--- src/source/ram_pkg.sv ---
// mixed width ram definitions
package ram_pkg;

	// data widths
	localparam int WORD_WIDTH = 32;
	localparam int BYTE_WIDTH = 8;

	// byte lanes per word, lane 0 is the most significant byte
	localparam int LANE_COUNT = WORD_WIDTH / BYTE_WIDTH;
	localparam int LANE_BITS = $clog2(LANE_COUNT);

	// banking, upper word address bits pick the bank
	localparam int BANK_COUNT = 8;
	localparam int BANK_SEL_BITS = $clog2(BANK_COUNT);
	localparam int BANK_ADDR_WIDTH = 9;
	localparam int BANK_DEPTH = 1 << BANK_ADDR_WIDTH;

	// address widths for the two ports
	localparam int WORD_ADDR_WIDTH = BANK_SEL_BITS + BANK_ADDR_WIDTH;
	localparam int BYTE_ADDR_WIDTH = WORD_ADDR_WIDTH + LANE_BITS;

	// bank read register plus mux output register
	localparam int WORD_READ_LATENCY = 2;
	// one more stage for the lane select
	localparam int BYTE_READ_LATENCY = WORD_READ_LATENCY + 1;

	// payload types
	typedef logic [WORD_WIDTH-1:0] word_t;
	typedef logic [BYTE_WIDTH-1:0] byte_t;

	// address types
	typedef logic [WORD_ADDR_WIDTH-1:0] word_addr_t;
	typedef logic [BYTE_ADDR_WIDTH-1:0] byte_addr_t;
	typedef logic [BANK_SEL_BITS-1:0] bank_sel_t;
	typedef logic [BANK_ADDR_WIDTH-1:0] bank_addr_t;
	typedef logic [LANE_BITS-1:0] lane_t;

endpackage

--- src/source/ram_port_if.sv ---
// word port interfaces
`timescale 1ns/1ps

// read/write word requests from the apb side
interface word_req_if;
	// one-cycle request pulse
	logic req;
	// write when high, read when low
	logic we;
	ram_pkg::word_addr_t addr;
	ram_pkg::word_t wdata;
	// read data, valid only with rvalid
	ram_pkg::word_t rdata;
	logic rvalid;

	// request side
	modport initiator (
		output req,
		output we,
		output addr,
		output wdata,
		input rdata,
		input rvalid
	);

	// memory side
	modport target (
		input req,
		input we,
		input addr,
		input wdata,
		output rdata,
		output rvalid
	);
endinterface

--- src/source/apb_word_port.sv ---
// apb word port
`timescale 1ns/1ps

module apb_word_port (
	input logic clk_a,
	input logic reset,
	input logic psel,
	input logic penable,
	input logic pwrite,
	input ram_pkg::word_addr_t paddr,
	input ram_pkg::word_t pwdata,
	output ram_pkg::word_t prdata,
	output logic pready,
	word_req_if.initiator req
);

	// idle or waiting on read data
	typedef enum logic {
		st_idle,
		st_read_wait
	} state_t;

	state_t state;
	logic setup;
	logic write_ack;
	ram_pkg::word_t rdata_hold;

	// setup phase of a new transfer, only taken when idle
	assign setup = psel && !penable && (state == st_idle);

	// request goes out on the setup cycle itself
	assign req.req = setup;
	assign req.we = pwrite;
	assign req.addr = paddr;
	assign req.wdata = pwdata;

	always_ff @(posedge clk_a) begin
		if (reset) begin
			state <= st_idle;
			write_ack <= 1'b0;
		end else begin
			// write lands at the end of setup, ack in first access cycle
			write_ack <= setup && pwrite;
			case (state)
				st_idle: begin
					if (setup && !pwrite) begin
						state <= st_read_wait;
					end
				end
				st_read_wait: begin
					// access phase ends with the read data
					if (req.rvalid) begin
						state <= st_idle;
					end
				end
				default: begin
					state <= st_idle;
				end
			endcase
		end
	end

	// keep the last read word on prdata between transfers
	always_ff @(posedge clk_a) begin
		if (req.rvalid) begin
			rdata_hold <= req.rdata;
		end
	end

	// rdata is already registered in the ram, pass it straight on rvalid
	assign prdata = req.rvalid ? req.rdata : rdata_hold;
	assign pready = write_ack || ((state == st_read_wait) && req.rvalid);

	// apb protocol, access phase only inside a selected transfer
	penable_needs_psel: assert property (@(posedge clk_a) disable iff (reset)
		penable |-> psel);

	// ram returns read data only for a read this port is waiting on
	rvalid_only_when_waiting: assert property (@(posedge clk_a) disable iff (reset)
		req.rvalid |-> (state == st_read_wait));

endmodule

--- src/flat_wrapper.sv ---
// flat-port wrapper written by rule: the top's interface ports become plain ports
module apb_word_port_flat 
  (clk_a, reset, psel, penable, pwrite, paddr, pwdata, prdata, pready, req_req, req_we, req_addr, req_wdata, req_rdata, req_rvalid);
  word_req_if req_i ();
  input logic clk_a;
  input logic reset;
  input logic psel;
  input logic penable;
  input logic pwrite;
  input ram_pkg::word_addr_t paddr;
  input ram_pkg::word_t pwdata;
  output ram_pkg::word_t prdata;
  output logic pready;
  output wire logic [$bits(req_i.req)-1:0] req_req;
  output wire logic [$bits(req_i.we)-1:0] req_we;
  output wire logic [$bits(req_i.addr)-1:0] req_addr;
  output wire logic [$bits(req_i.wdata)-1:0] req_wdata;
  input wire logic [$bits(req_i.rdata)-1:0] req_rdata;
  input wire logic [$bits(req_i.rvalid)-1:0] req_rvalid;
  assign req_req = req_i.req;
  assign req_we = req_i.we;
  assign req_addr = req_i.addr;
  assign req_wdata = req_i.wdata;
  assign req_i.rdata = req_rdata;
  assign req_i.rvalid = req_rvalid;
  apb_word_port u_core (.clk_a(clk_a), .reset(reset), .psel(psel), .penable(penable), .pwrite(pwrite), .paddr(paddr), .pwdata(pwdata), .prdata(prdata), .pready(pready), .req(req_i));
endmodule
--- config.mk ---
export PLATFORM = sky130hd
export DESIGN_NAME = apb_word_port_flat
export DESIGN_NICKNAME = d
export VERILOG_FILES = /design/src/source/ram_pkg.sv /design/src/source/ram_port_if.sv /design/src/source/apb_word_port.sv /design/src/flat_wrapper.sv
export SDC_FILE = /design/constraint.sdc
export NUM_CORES = 1
export LEC_CHECK = 0
export ABC_AREA = 1
export BUFFER_PORTS_ARGS = -buffer_cell sky130_fd_sc_hd__buf_2
export CAP_MARGIN = 5
export CORE_MARGIN = 2
export CORE_UTILIZATION = 35
export DETAILED_ROUTE_END_ITERATION = 12
export PLACE_DENSITY = 0.81
export SLEW_MARGIN = 20
export SYNTH_ARGS = -nofsm -noshare
export SYNTH_HDL_FRONTEND = slang
export SYNTH_SLANG_ARGS = --single-unit
--- constraint.sdc ---
create_clock -name clk_a -period 1.4 [get_ports clk_a]
set_clock_uncertainty 0.15 [all_clocks]
set_input_delay 0.21 -clock clk_a [delete_from_list [all_inputs] [get_ports clk_a]]
set_output_delay 0.21 -clock clk_a [all_outputs]
set_load 0.01 [all_outputs]
==> metrics.md <==
| Metric | Value |
|---|---|
| Outcome | complete, no violations |
| Crit start category | input pin |
| Clock Path Buffers | 2 |
| CP Class | in2reg |
| Antenna violations before repair | 0 |
| Post-Place Worst Slack | 0.135 ns |
| PortBufs | 72 |
| Die area | 0.00485 mm² |
| Fin nets | 337 |
| Post-synthesis cell count | 197 |
| Remaining DRCs | 0 |
| Starting Density | 0.369 |
| Mapped Area | 0.00151 mm² |
| Final min period | 1.27 ns |
| Worst Tran Pin Value | 0.301 ns |
| Row count | 23 |
| Post-synthesis cell type count | 10 |
| Final setup fails | 0 |
| Synth warn | 0 |
| Area grow syn2layout | 28.5% |
| CP max stage cell | dlygate4sd3_1 |
| CP max FO | 32 |
| Initial drt markers | 28 |
| Required time worst endpoint | 1.46 ns |
| Leak | 1.11 nW |
| Clk slew on worst S/H paths | 0.07 ns |
| Hold Vio Cnt, Final | 0 |
| Final period util | 0.908 |
| Largest net degree at the start of global routing | 33 |
| Hpwl dp | 2060 µm |
| Data arrival, critical path | 1.33 ns |
| Pre-antenna DRT Iters | 4 |
| Peak VDD IR | 0.451 mV |
| Number of vias per cell | 4.13 |
| Pwr dens | 1200 mW/mm² |
| RePlAce Congestion | 0.690 |
| Worst skew pair latency | 0.27 ns |
| MaxCap Viol Count | 0 |
| Root Driver | clkbuf_8 |
| Number of gates resized after CTS | 0 |
| Util after Layout | 0.475 |
| GRT Resource Usage Total | 0.129 |
| Peak Freq | 0.786 GHz |
| Global route total overflow | 0 |
| Vias in the first global route | 1148 |
| Syn nets | 279 |
| Slew Limit Headroom | 0.799 |
| Seq/Total Area, Yosys | 0.451 |
| Area of the core | 0.00409 mm² |
| Critical path endpoint category | flop |
| Sink Count | 34 |
| Most used cell, CP | nand2_1 |
| Synthesized area per cell | 7.66 µm² |
| CP peak stage delay | 0.57 ns |
| I/O Pins | 161 |
| ANT nets after route | 0 |
| Diodes inserted | 0 |
| Placed cells | 270 |
| Unrepaired setup endpoints after global routing | no |
| Fraction of layout instances using a drive strength above 1 | 0.328 |
| Flops & latches, synth | 34 |
| Die height | 69.7 µm |
| Htree depth | 2 |
| Die X-Extent | 69.7 µm |
| Total Neg Setup Slack | 0 ns |
| CTS tree | built |
| Hold Path Class | in2reg |
| Final WS setup | 0.128 ns |
| Vias after detailed routing | 1264 |
| CTS buffer count | 5 |
| Cell Chain, Critical Path | buf_2, inv_4, nand2_1, nand2_1, dlygate4sd3_1 |
| Routed WL | 3090 µm |
| Avg WL per Cell | 10.1 µm |
| First-pass GRT wire length | 5020 µm |
| Final Non-Filler Cells | 306 |
| Final Max Tran Viols | 0 |
[routing by layer]
metal	vias to the layer above	GRT usage	wire [µm]
li1	662	-	-
met1	528	0.127	1200
met2	60	0.222	1510
met3	14	0.0581	302
met4	0	0.0769	79
met5	-	0	0
[cell families (layout without fill, tap and decap cells)]
family | count (synthesis) | after routing | share of synthesized area
simple gates | 104 | 104 | 0.260
buf+inv | 58 | 117 | 0.285
flops | 34 | 34 | 0.451
compound gates | 1 | 1 | 0.00331
[final cells by class]
cell class,count,area [µm²]
clock buffer,8,110
fill,405,2150
inverter,6,25.0
sequential,34,681
tap,50,62.6
timing repair buffer,103,663
multi-input combinational,105,398
[timing repair]
item,in CTS,in global routing
hold endpoints to repair,28,0
setup buffers,0,0
hold buffers,28,0
[critical path, delay by kind of cell]
family	cells	cell delay, ns
buf+inv	3	0.94
simple gates	2	0.17
[stage by stage]
step	power (mW)	cell area (µm²)	hold slack, ns
after floorplan	1.41	1510	0.185
after global placement	1.42	1550	0.270
after detailed placement	1.42	1550	0.270
after CTS	2.36	1940	0.00167
after global routing	2.46	1940	0.0136
final	2.33	1940	0.0122
[report_power, final]
group	switching (mW)	internal [mW]
clock network	0.325	0.496
registers	0.0226	1.06
logic	0.199	0.229
total	0.548	1.78
[layout by cell type (no fill, tap or decap)]
| cell | synthesis | final |
|---|---|---|
| a21oi_1 | 1 | 1 |
| buf_2 | 0 | 72 |
| buf_4 | 48 | 3 |
| clkbuf_8 | 0 | 8 |
| dfxtp_1 | 34 | 34 |
| dlygate4sd3_1 | 0 | 28 |
| inv_1 | 5 | 5 |
| inv_4 | 1 | 1 |
| nand2_1 | 101 | 101 |
| nand3_1 | 1 | 1 |
| nor2_1 | 1 | 1 |
| nor3_1 | 1 | 1 |
[sequential cells by signal, summed over array words and instances (netlist names)]
register           cells
u_core.state           1
u_core.write_ack       1
u_core.rdata_hold     32
[synth_stat cells]
library cell | n | area, µm²
inv_1 | 5 | 18.8
inv_4 | 1 | 6.26
nor3_1 | 1 | 5.00
nor2_1 | 1 | 3.75
buf_4 | 48 | 360
buf_6 | 4 | 45.0
dfxtp_1 | 34 | 681
a21oi_1 | 1 | 5.00
nand2_1 | 101 | 379
nand3_1 | 1 | 5.00
[final timing paths]
path / startpoint / to / slack [ns] / cells past startpoint
min: req_rdata[26] / u_core.rdata_hold[26] / 0.01 / 3
max: req_rvalid / u_core.rdata_hold[18] / 0.13 / 5
min reg2reg: u_core.rdata_hold[1] / u_core.rdata_hold[1] / 0.30 / 2
max reg2reg: u_core.rdata_hold[18] / u_core.rdata_hold[18] / 0.15 / 3
(Power assumes the default switching activity.)
