**src/source/ram_pkg.sv**
```systemverilog
// mixed width ram definitions
package ram_pkg;

	// data widths
	localparam int WORD_WIDTH = 32;
	localparam int BYTE_WIDTH = 8;

	// byte lanes per word, lane 0 is the most significant byte
	localparam int LANE_COUNT = WORD_WIDTH / BYTE_WIDTH;
	localparam int LANE_BITS = $clog2(LANE_COUNT);

	// banking, upper word address bits pick the bank
	localparam int BANK_COUNT = 8;
	localparam int BANK_SEL_BITS = $clog2(BANK_COUNT);
	localparam int BANK_ADDR_WIDTH = 9;
	localparam int BANK_DEPTH = 1 << BANK_ADDR_WIDTH;

	// address widths for the two ports
	localparam int WORD_ADDR_WIDTH = BANK_SEL_BITS + BANK_ADDR_WIDTH;
	localparam int BYTE_ADDR_WIDTH = WORD_ADDR_WIDTH + LANE_BITS;

	// bank read register plus mux output register
	localparam int WORD_READ_LATENCY = 2;
	// one more stage for the lane select
	localparam int BYTE_READ_LATENCY = WORD_READ_LATENCY + 1;

	// payload types
	typedef logic [WORD_WIDTH-1:0] word_t;
	typedef logic [BYTE_WIDTH-1:0] byte_t;

	// address types
	typedef logic [WORD_ADDR_WIDTH-1:0] word_addr_t;
	typedef logic [BYTE_ADDR_WIDTH-1:0] byte_addr_t;
	typedef logic [BANK_SEL_BITS-1:0] bank_sel_t;
	typedef logic [BANK_ADDR_WIDTH-1:0] bank_addr_t;
	typedef logic [LANE_BITS-1:0] lane_t;

endpackage

```
**src/source/ram_port_if.sv**
```systemverilog


// pipelined word reads for the byte port
interface word_read_if;
	// may be high every cycle
	logic rd_en;
	ram_pkg::word_addr_t addr;
	ram_pkg::word_t word;
	// pulses WORD_READ_LATENCY cycles after rd_en
	logic valid;

	// read requester
	modport initiator (
		output rd_en,
		output addr,
		input word,
		input valid
	);

	// memory side
	modport target (
		input rd_en,
		input addr,
		output word,
		output valid
	);
endinterface
```
**src/source/byte_read_port.sv**
```systemverilog
// byte read port
`timescale 1ns/1ps

module byte_read_port (
	input logic clk_a,
	input logic reset,
	input logic byte_rd_en,
	input ram_pkg::byte_addr_t byte_addr,
	output ram_pkg::byte_t byte_data,
	output logic byte_valid,
	word_read_if.initiator rd
);

	// lane bits travel alongside the word read
	ram_pkg::lane_t lane_pipe [ram_pkg::WORD_READ_LATENCY];
	// one bit per word read in flight
	logic [ram_pkg::WORD_READ_LATENCY-1:0] pending;
	ram_pkg::lane_t lane_now;

	// word part of the byte address goes straight to the ram
	assign rd.rd_en = byte_rd_en;
	assign rd.addr = byte_addr[ram_pkg::BYTE_ADDR_WIDTH-1:ram_pkg::LANE_BITS];

	// lane pipeline, shifted every cycle
	always_ff @(posedge clk_a) begin
		lane_pipe[0] <= byte_addr[ram_pkg::LANE_BITS-1:0];
		for (int i = 1; i < ram_pkg::WORD_READ_LATENCY; i++) begin
			lane_pipe[i] <= lane_pipe[i-1];
		end
	end

	// tracks which pipeline slots hold a real read
	always_ff @(posedge clk_a) begin
		if (reset) begin
			pending <= '0;
		end else begin
			pending <= {pending[ram_pkg::WORD_READ_LATENCY-2:0], byte_rd_en};
		end
	end

	// lane that belongs to the word arriving now
	assign lane_now = lane_pipe[ram_pkg::WORD_READ_LATENCY-1];

	// lane 0 is bits 31:24, msb first
	always_ff @(posedge clk_a) begin
		if (rd.valid) begin
			byte_data <= rd.word[(ram_pkg::LANE_COUNT - 1 - int'(lane_now))
				* ram_pkg::BYTE_WIDTH +: ram_pkg::BYTE_WIDTH];
		end
	end

	// one byte out per word back, no back-pressure
	always_ff @(posedge clk_a) begin
		if (reset) begin
			byte_valid <= 1'b0;
		end else begin
			byte_valid <= rd.valid;
		end
	end

	// every word returned by the ram matches a lane entry in flight
	valid_has_lane: assert property (@(posedge clk_a) disable iff (reset)
		rd.valid |-> pending[ram_pkg::WORD_READ_LATENCY-1]);

endmodule

```
**src/flat_wrapper.sv**
```systemverilog
// flat-port wrapper written by rule: the top's interface ports become plain ports
module byte_read_port_flat 
  (clk_a, reset, byte_rd_en, byte_addr, byte_data, byte_valid, rd_rd_en, rd_addr, rd_word, rd_valid);
  word_read_if rd_i ();
  input logic clk_a;
  input logic reset;
  input logic byte_rd_en;
  input ram_pkg::byte_addr_t byte_addr;
  output ram_pkg::byte_t byte_data;
  output logic byte_valid;
  output wire logic [$bits(rd_i.rd_en)-1:0] rd_rd_en;
  output wire logic [$bits(rd_i.addr)-1:0] rd_addr;
  input wire logic [$bits(rd_i.word)-1:0] rd_word;
  input wire logic [$bits(rd_i.valid)-1:0] rd_valid;
  assign rd_rd_en = rd_i.rd_en;
  assign rd_addr = rd_i.addr;
  assign rd_i.word = rd_word;
  assign rd_i.valid = rd_valid;
  byte_read_port u_core (.clk_a(clk_a), .reset(reset), .byte_rd_en(byte_rd_en), .byte_addr(byte_addr), .byte_data(byte_data), .byte_valid(byte_valid), .rd(rd_i));
endmodule
```
**config.mk**
```make
export PLATFORM = sky130hd
export DESIGN_NAME = byte_read_port_flat
export DESIGN_NICKNAME = d
export VERILOG_FILES = /design/src/source/ram_pkg.sv /design/src/source/ram_port_if.sv /design/src/source/byte_read_port.sv /design/src/flat_wrapper.sv
export SDC_FILE = /design/constraint.sdc
export NUM_CORES = 1
export LEC_CHECK = 0
export ABC_AREA = 1
export BUFFER_PORTS_ARGS = -buffer_cell sky130_fd_sc_hd__buf_2
export CAP_MARGIN = 10
export CORE_MARGIN = 2
export CORE_UTILIZATION = 34
export DETAILED_ROUTE_END_ITERATION = 10
export PLACE_DENSITY = 0.76
export REMOVE_ABC_BUFFERS = 1
export SLEW_MARGIN = 20
export SYNTH_ARGS = -nofsm -noshare
export SYNTH_HDL_FRONTEND = slang
export SYNTH_SLANG_ARGS = --single-unit
```
**constraint.sdc**
```tcl
create_clock -name clk_a -period 1.15 [get_ports clk_a]
set_clock_uncertainty 0.1 [all_clocks]
set_input_delay 0.115 -clock clk_a [delete_from_list [all_inputs] [get_ports clk_a]]
set_output_delay 0.115 -clock clk_a [all_outputs]
set_load 0.005 [all_outputs]
```
==> metrics.cfg, run 1 <==
[place]
portBuffers = 45
dp_worst_setup_slack_ns = 0.0258
hpwlAfterDp_um = 1420
dp_cells = 184
place_congestion = 0.613

[synthesis]
synth_common_cells = nand2_1, inv_1, nand3_1
netlist_instances = 122
yosys_register_bits = 13
synth.avg_cell_area_um2 = 6.89
yosys.area.top_type = edfxtp_1
synth_edf_count = 8
synth_area_um2 = 841
ys_seq_area_share_pct = 40.5
synth_most_common_cell = nand2_1
synth.top_cell.area_share_pct = 28.6
yosys_warnings = 0
ys.flop_type = edfxtp_1
synthArstFlopShare_pct = 0
synth.area.top_cells = edfxtp_1, nand2_1, inv_1
synth.distinct_cells = 10

[cells_and_area]
final_util_pct = 43.9
instances_no_fill = 191
nets = 212
diodes = 0
area_delta_synth_final_pct = 25.9
drive_above_1_share_pct = 33.5

[clock_tree]
numCtsBuffers = 3
tritoncts = yes
clock_latency_ns = 0.27
clk_path_buf_depth = 2
htreeDepth = 1
clk_pin_slew_ns = 0.08
clock-root-buffer = clkbuf_4
cts.sinks = 13
postCtsSetupBuffers = 0

[timing]
rsz0062_at_grt = false
hold_viol_final = 0
fmax_mhz = 932
tightestPinTransition_ns = 0.313
fin_crit_sh_pct = 93.3
setup_ws_ns = 0.0767
finalSetupViolCount = 0
relSlewSlack_pct = 79.1
min_period_ns = 1.07
final_max_slew_viol_count = 0

[die]
die_area_um2 = 2890
die_h_um = 53.7
fp.dieW_um = 53.7
io_pins = 72
start_util_pct = 34.9
fp.coreArea_um2 = 2410
rows = 18

[global_route]
grt_max_degree = 17
grt_pass1_vias = 679
grt_usage_pct = 13.9
antenna_found_initial = 0
globalRouteOverflowTotal = 0
grt_pass1_wl_um = 2790

[route]
viasPerCell = 4.19
drc = 0
drt-total-wl_um = 1870
dr.pass1.iters = 4
vias = 801
drt-initial-drc-count = 16
ant_nets = 0
routedWlPerCell_um = 9.77

[critical_path]
cpMostUsedCell = nand2_1
required_ns = 1.09
crit_fanout = 8
worst_r2r_endpoint = u_core.byte_data[2]$_DFFE_PP_
crit_slowest_cell = dfxtp_2
cp_cell_sequence = buf_4 > nand2_1 > nand3_1 > nand2_1
reg2reg_from = u_core.lane_pipe[0][2]$_DFF_P_
r2r_setup_slack_ns = 0.08
critPathLaunchType = flip-flop
crit_type = flip-flop to flip-flop
critPathArrivalTime_ns = 1.01
cp_slowest_stage_delay_ns = 0.38
worstSetupEndpointType = flip-flop
reg2regPathDepth = 4

[power]
power_frac_comb_pct = 20.5
ir_drop_mv = 0.491
powerDensity_nw_per_um2 = 982
intPower_w = 0.000777
leakage_nw = 0.669
pwr-share-seq_pct = 52.2
power_switching_w = 0.000262
clkPwrFrac_pct = 27.3
p_sw_share_pct = 25.3

[hold_path]
holdPathStages = 3
hold_path.startpoint = rd_valid
min_to = u_core.byte_valid$_SDFF_PP0_
hold_path.class = input pin to flip-flop

[outcome]
status = complete, no violations

[job]
cap_violations = 0

==> registers in the layout (all words and copies together) (netlist names) <==
register and count:
u_core.byte_data 8, u_core.byte_valid 1, u_core.lane_pipe 4
==> metal layers <==
metal / GRT usage (%) / vias to the layer above / part of all wire [%]
li1: - / 417 / -
met1: 14.2 / 335 / 39
met2: 22.2 / 45 / 48
met3: 6.39 / 4 / 11
met4: 8.97 / 0 / 2.1
met5: 6.25 / - / 0
==> how the worst max path moves through the flow <==
stage,start,end,depth (start not counted)
6_report,u_core.lane_pipe[0][2]$_DFF_P_,u_core.byte_data[2]$_DFFE_PP_,4
5_1_grt,u_core.lane_pipe[0][2]$_DFF_P_,u_core.byte_data[4]$_DFFE_PP_,4
3_5_place_dp,u_core.lane_pipe[0][2]$_DFF_P_,u_core.byte_data[0]$_DFFE_PP_,4
4_1_cts,u_core.lane_pipe[0][2]$_DFF_P_,u_core.byte_data[2]$_DFFE_PP_,4
2_1_floorplan,u_core.lane_pipe[0][2]$_DFF_P_,u_core.byte_data[0]$_DFFE_PP_,3
3_3_place_gp,u_core.lane_pipe[0][2]$_DFF_P_,u_core.byte_data[2]$_DFFE_PP_,4
==> kinds of logic (layout without fill, tap and decap cells) <==
family                 Yosys count  after routing  synth area share, %
DFF                             13             13                 40.5
and+or+nand+nor                 57             57                 27.8
buffers and inverters           52             91                 31.7
==> cell usage in the layout (no fill, tap or decap) <==
master / instances
dfxtp_1: 4
clkbuf_1: 1
edfxtp_1: 8
nand2_1: 40
buf_2: 45
dlygate4sd3_1: 3
buf_4: 4
inv_4: 1
dfxtp_2: 1
clkbuf_4: 3
nand3_1: 16
inv_1: 34
nor2_1: 1
==> power groups by stage <==
stage | clock (W) | combinational [W] | sequential, W
2_1_floorplan | 0 | 0.0000804 | 0.000563
3_3_place_gp | 0 | 0.000204 | 0.000551
3_5_place_dp | 0 | 0.000206 | 0.000553
4_1_cts | 0.000287 | 0.000215 | 0.000542
5_1_grt | 0.000309 | 0.000246 | 0.000544
6_report | 0.000284 | 0.000213 | 0.000542
==> worst max-delay path, delay by kind of cell, from the launching register on <==
kind / cells / cell delay, ns
buffers and inverters: 1 / 0.16
DFF: 1 / 0.38
and+or+nand+nor: 3 / 0.20
==> through the flow <==
stage	power (W)	TNS (ns)	cell area, um2	hold WS, ns
final	0.00104	0	1060	0.0534
after global routing	0.00110	0	1060	0.0648
after CTS	0.00104	0	1060	0.0521
after detailed placement	0.000759	0	1000	0.120
after global placement	0.000755	0	1000	0.118
after floorplan	0.000643	-0.0514	708	0.0427
==> cell type report <==
cell class	count	area, um2
flip-flops and latches	13	342
multi-input cells	57	234
repair buffers	52	285
clock buffers	4	26.3
inverters	35	134
fillers	265	1350
well taps	30	37.5
==> timing repair <==
action	4_1_cts	5_1_grt
setup endpoints to repair	0	8
hold endpoints to repair	3	0
gates resized for setup	0	1
hold buffers	3	0
Power figures use the tool's default switching activity.
==> inputs of run 2 (changes only) <==
RECOVER_POWER = 50   (was default)
==> run 2 against run 1 <==
Combinational power hardly changed. Global-route usage did not move. Clock power is essentially flat. Sequential power about the same. Die area unchanged. Power shrank 0.19%. Hold slack better by 0.048 ns. Largest power group unchanged. Highest routed layer unchanged.
==> metrics.cfg, run 2 (same netlist as run 1, synthesis figures left out) <==
[outcome]
status = complete, no violations

[critical_path]
crit_path_end = u_core.byte_data[2]$_DFFE_PP_
crit_fanout = 8
cp-startpoint = u_core.lane_pipe[0][2]$_DFF_P_
cp_slowest_stage_delay_ns = 0.38
required_ns = 1.09
r2r_setup_slack_ns = 0.08
reg2regPathDepth = 4
cpMostUsedCell = nand2_1
critPathArrivalTime_ns = 1.01
crit_slowest_cell = dfxtp_2
worst_r2r_endpoint = u_core.byte_data[2]$_DFFE_PP_
critPathLaunchType = flip-flop
cp_cell_sequence = buf_4 > nand2_1 > nand3_1 > nand2_1
crit_type = flip-flop to flip-flop
reg2reg_from = u_core.lane_pipe[0][2]$_DFF_P_
worstSetupEndpointType = flip-flop

[power]
p_sw_share_pct = 25.2
intPower_w = 0.000776
powerDensity_nw_per_um2 = 981
pwr-share-seq_pct = 52.3
power_frac_comb_pct = 20.5
power_switching_w = 0.000261
ir_drop_mv = 0.489
clkPwrFrac_pct = 27.3
leakage_nw = 0.666

[cells_and_area]
multiInputGateArea_um2 = 234
nets = 212
top_regs = u_core.byte_data x8, u_core.lane_pipe x4, u_core.byte_valid x1
drive_above_1_share_pct = 32.9
final_util_pct = 43.9
final-seq-area_um2 = 342
instances_no_fill = 191
nFillCells = 266
layout_common_cells = buf_2, nand2_1, inv_1
largest_reg_flops = 8
area_delta_synth_final_pct = 25.7
regMostFlops = u_core.byte_data
final_common_cell = buf_2
diodes = 0

[route]
drt-total-wl_um = 1860
drc = 0
drt-initial-drc-count = 17
vias = 801
viasPerCell = 4.19
dr.pass1.iters = 4
routedWlPerCell_um = 9.72
ant_nets = 0

[die]
io_pins = 72
start_util_pct = 34.9
die_h_um = 53.7
die_area_um2 = 2890
fp.dieW_um = 53.7
fp.coreArea_um2 = 2410
rows = 18

[timing]
min_period_ns = 1.07
rsz0062_at_grt = false
hold_viol_final = 0
hold_ws_ns = 0.101
tightestPinTransition_ns = 0.496
fmax_mhz = 930
fin_crit_sh_pct = 93.5
final_max_slew_viol_count = 0
relSlewSlack_pct = 66.9
setup_ws_ns = 0.0751
finalSetupViolCount = 0

[place]
place_congestion = 0.613
portBuffers = 45
dp_cells = 184
hpwlAfterDp_um = 1420
dp_worst_setup_slack_ns = 0.0258

[global_route]
grt_pass1_vias = 679
antenna_found_initial = 0
grt_pass1_wl_um = 2790
grt_usage_pct = 13.9
globalRouteOverflowTotal = 0
grt_max_degree = 17

[clock_tree]
numCtsBuffers = 3
tritoncts = yes
postCtsSetupBuffers = 0
htreeDepth = 1
clock-root-buffer = clkbuf_4
clk_path_buf_depth = 2
clock_latency_ns = 0.27
cts.sinks = 13
clk_pin_slew_ns = 0.08

[hold_path]
hold_path.class = input pin to flip-flop

[job]
cap_violations = 0

[run 2: worst max-delay path: cells and delay by family, from the launching register on]
family	cells	cell delay [ns]
buffers and inverters	1	0.16
DFF	1	0.38
and+or+nand+nor	3	0.20
[run 2: stage by stage]
stage | area [um2] | power [W] | TNS [ns]
3_5_place_dp | 1000 | 0.000759 | 0
6_report | 1060 | 0.00104 | 0
3_3_place_gp | 1000 | 0.000755 | 0
5_1_grt | 1060 | 0.00110 | 0
4_1_cts | 1060 | 0.00104 | 0
2_1_floorplan | 708 | 0.000643 | -0.0514
[run 2: final cells by class]
class	instances	share of cell area, %
flip-flops and latches	13	32.3
repair buffers	52	26.9
multi-input cells	57	22.1
inverters	35	12.7
well taps	30	3.55
clock buffers	4	2.49
[run 2: repair_timing]
item	in CTS	in global routing
gates resized for setup	0	1
hold buffers	3	0
hold endpoints to repair	3	0
endpoints found under the setup margin	0	8
[run 2: worst min-delay path by stage]
stage                                                 to    startpoint  cells past startpoint  slack (ns)
after floorplan           u_core.lane_pipe[0][0]$_DFF_P_  byte_addr[0]                      0        0.04
after global placement    u_core.lane_pipe[0][1]$_DFF_P_  byte_addr[1]                      1        0.12
after detailed placement  u_core.lane_pipe[0][1]$_DFF_P_  byte_addr[1]                      1        0.12
after CTS                   u_core.byte_valid$_SDFF_PP0_      rd_valid                      3        0.05
after global routing       u_core.byte_data[6]$_DFFE_PP_   rd_word[30]                      5        0.12
final                      u_core.byte_data[6]$_DFFE_PP_   rd_word[30]                      5        0.10
[run 2: power by group through the flow]
stage               Sequential, W  Clock [W]  Combinational (W)
global route             0.000545   0.000309           0.000245
finish                   0.000542   0.000283           0.000212
global placement         0.000551          0           0.000204
detailed placement       0.000553          0           0.000206
CTS                      0.000542   0.000287           0.000215
floorplan                0.000563          0          0.0000804
[run 2: per-layer routing]
metal  GRT usage (%)  vias to the layer above  part of all wire [%]  wire length, um
met5            6.25                        -                     0                0
met2            22.2                       45                    49              903
met1            14.2                      335                    38              713
met4            8.97                        0                   2.1               39
li1                -                      417                     -                -
met3            6.39                        4                    11              200
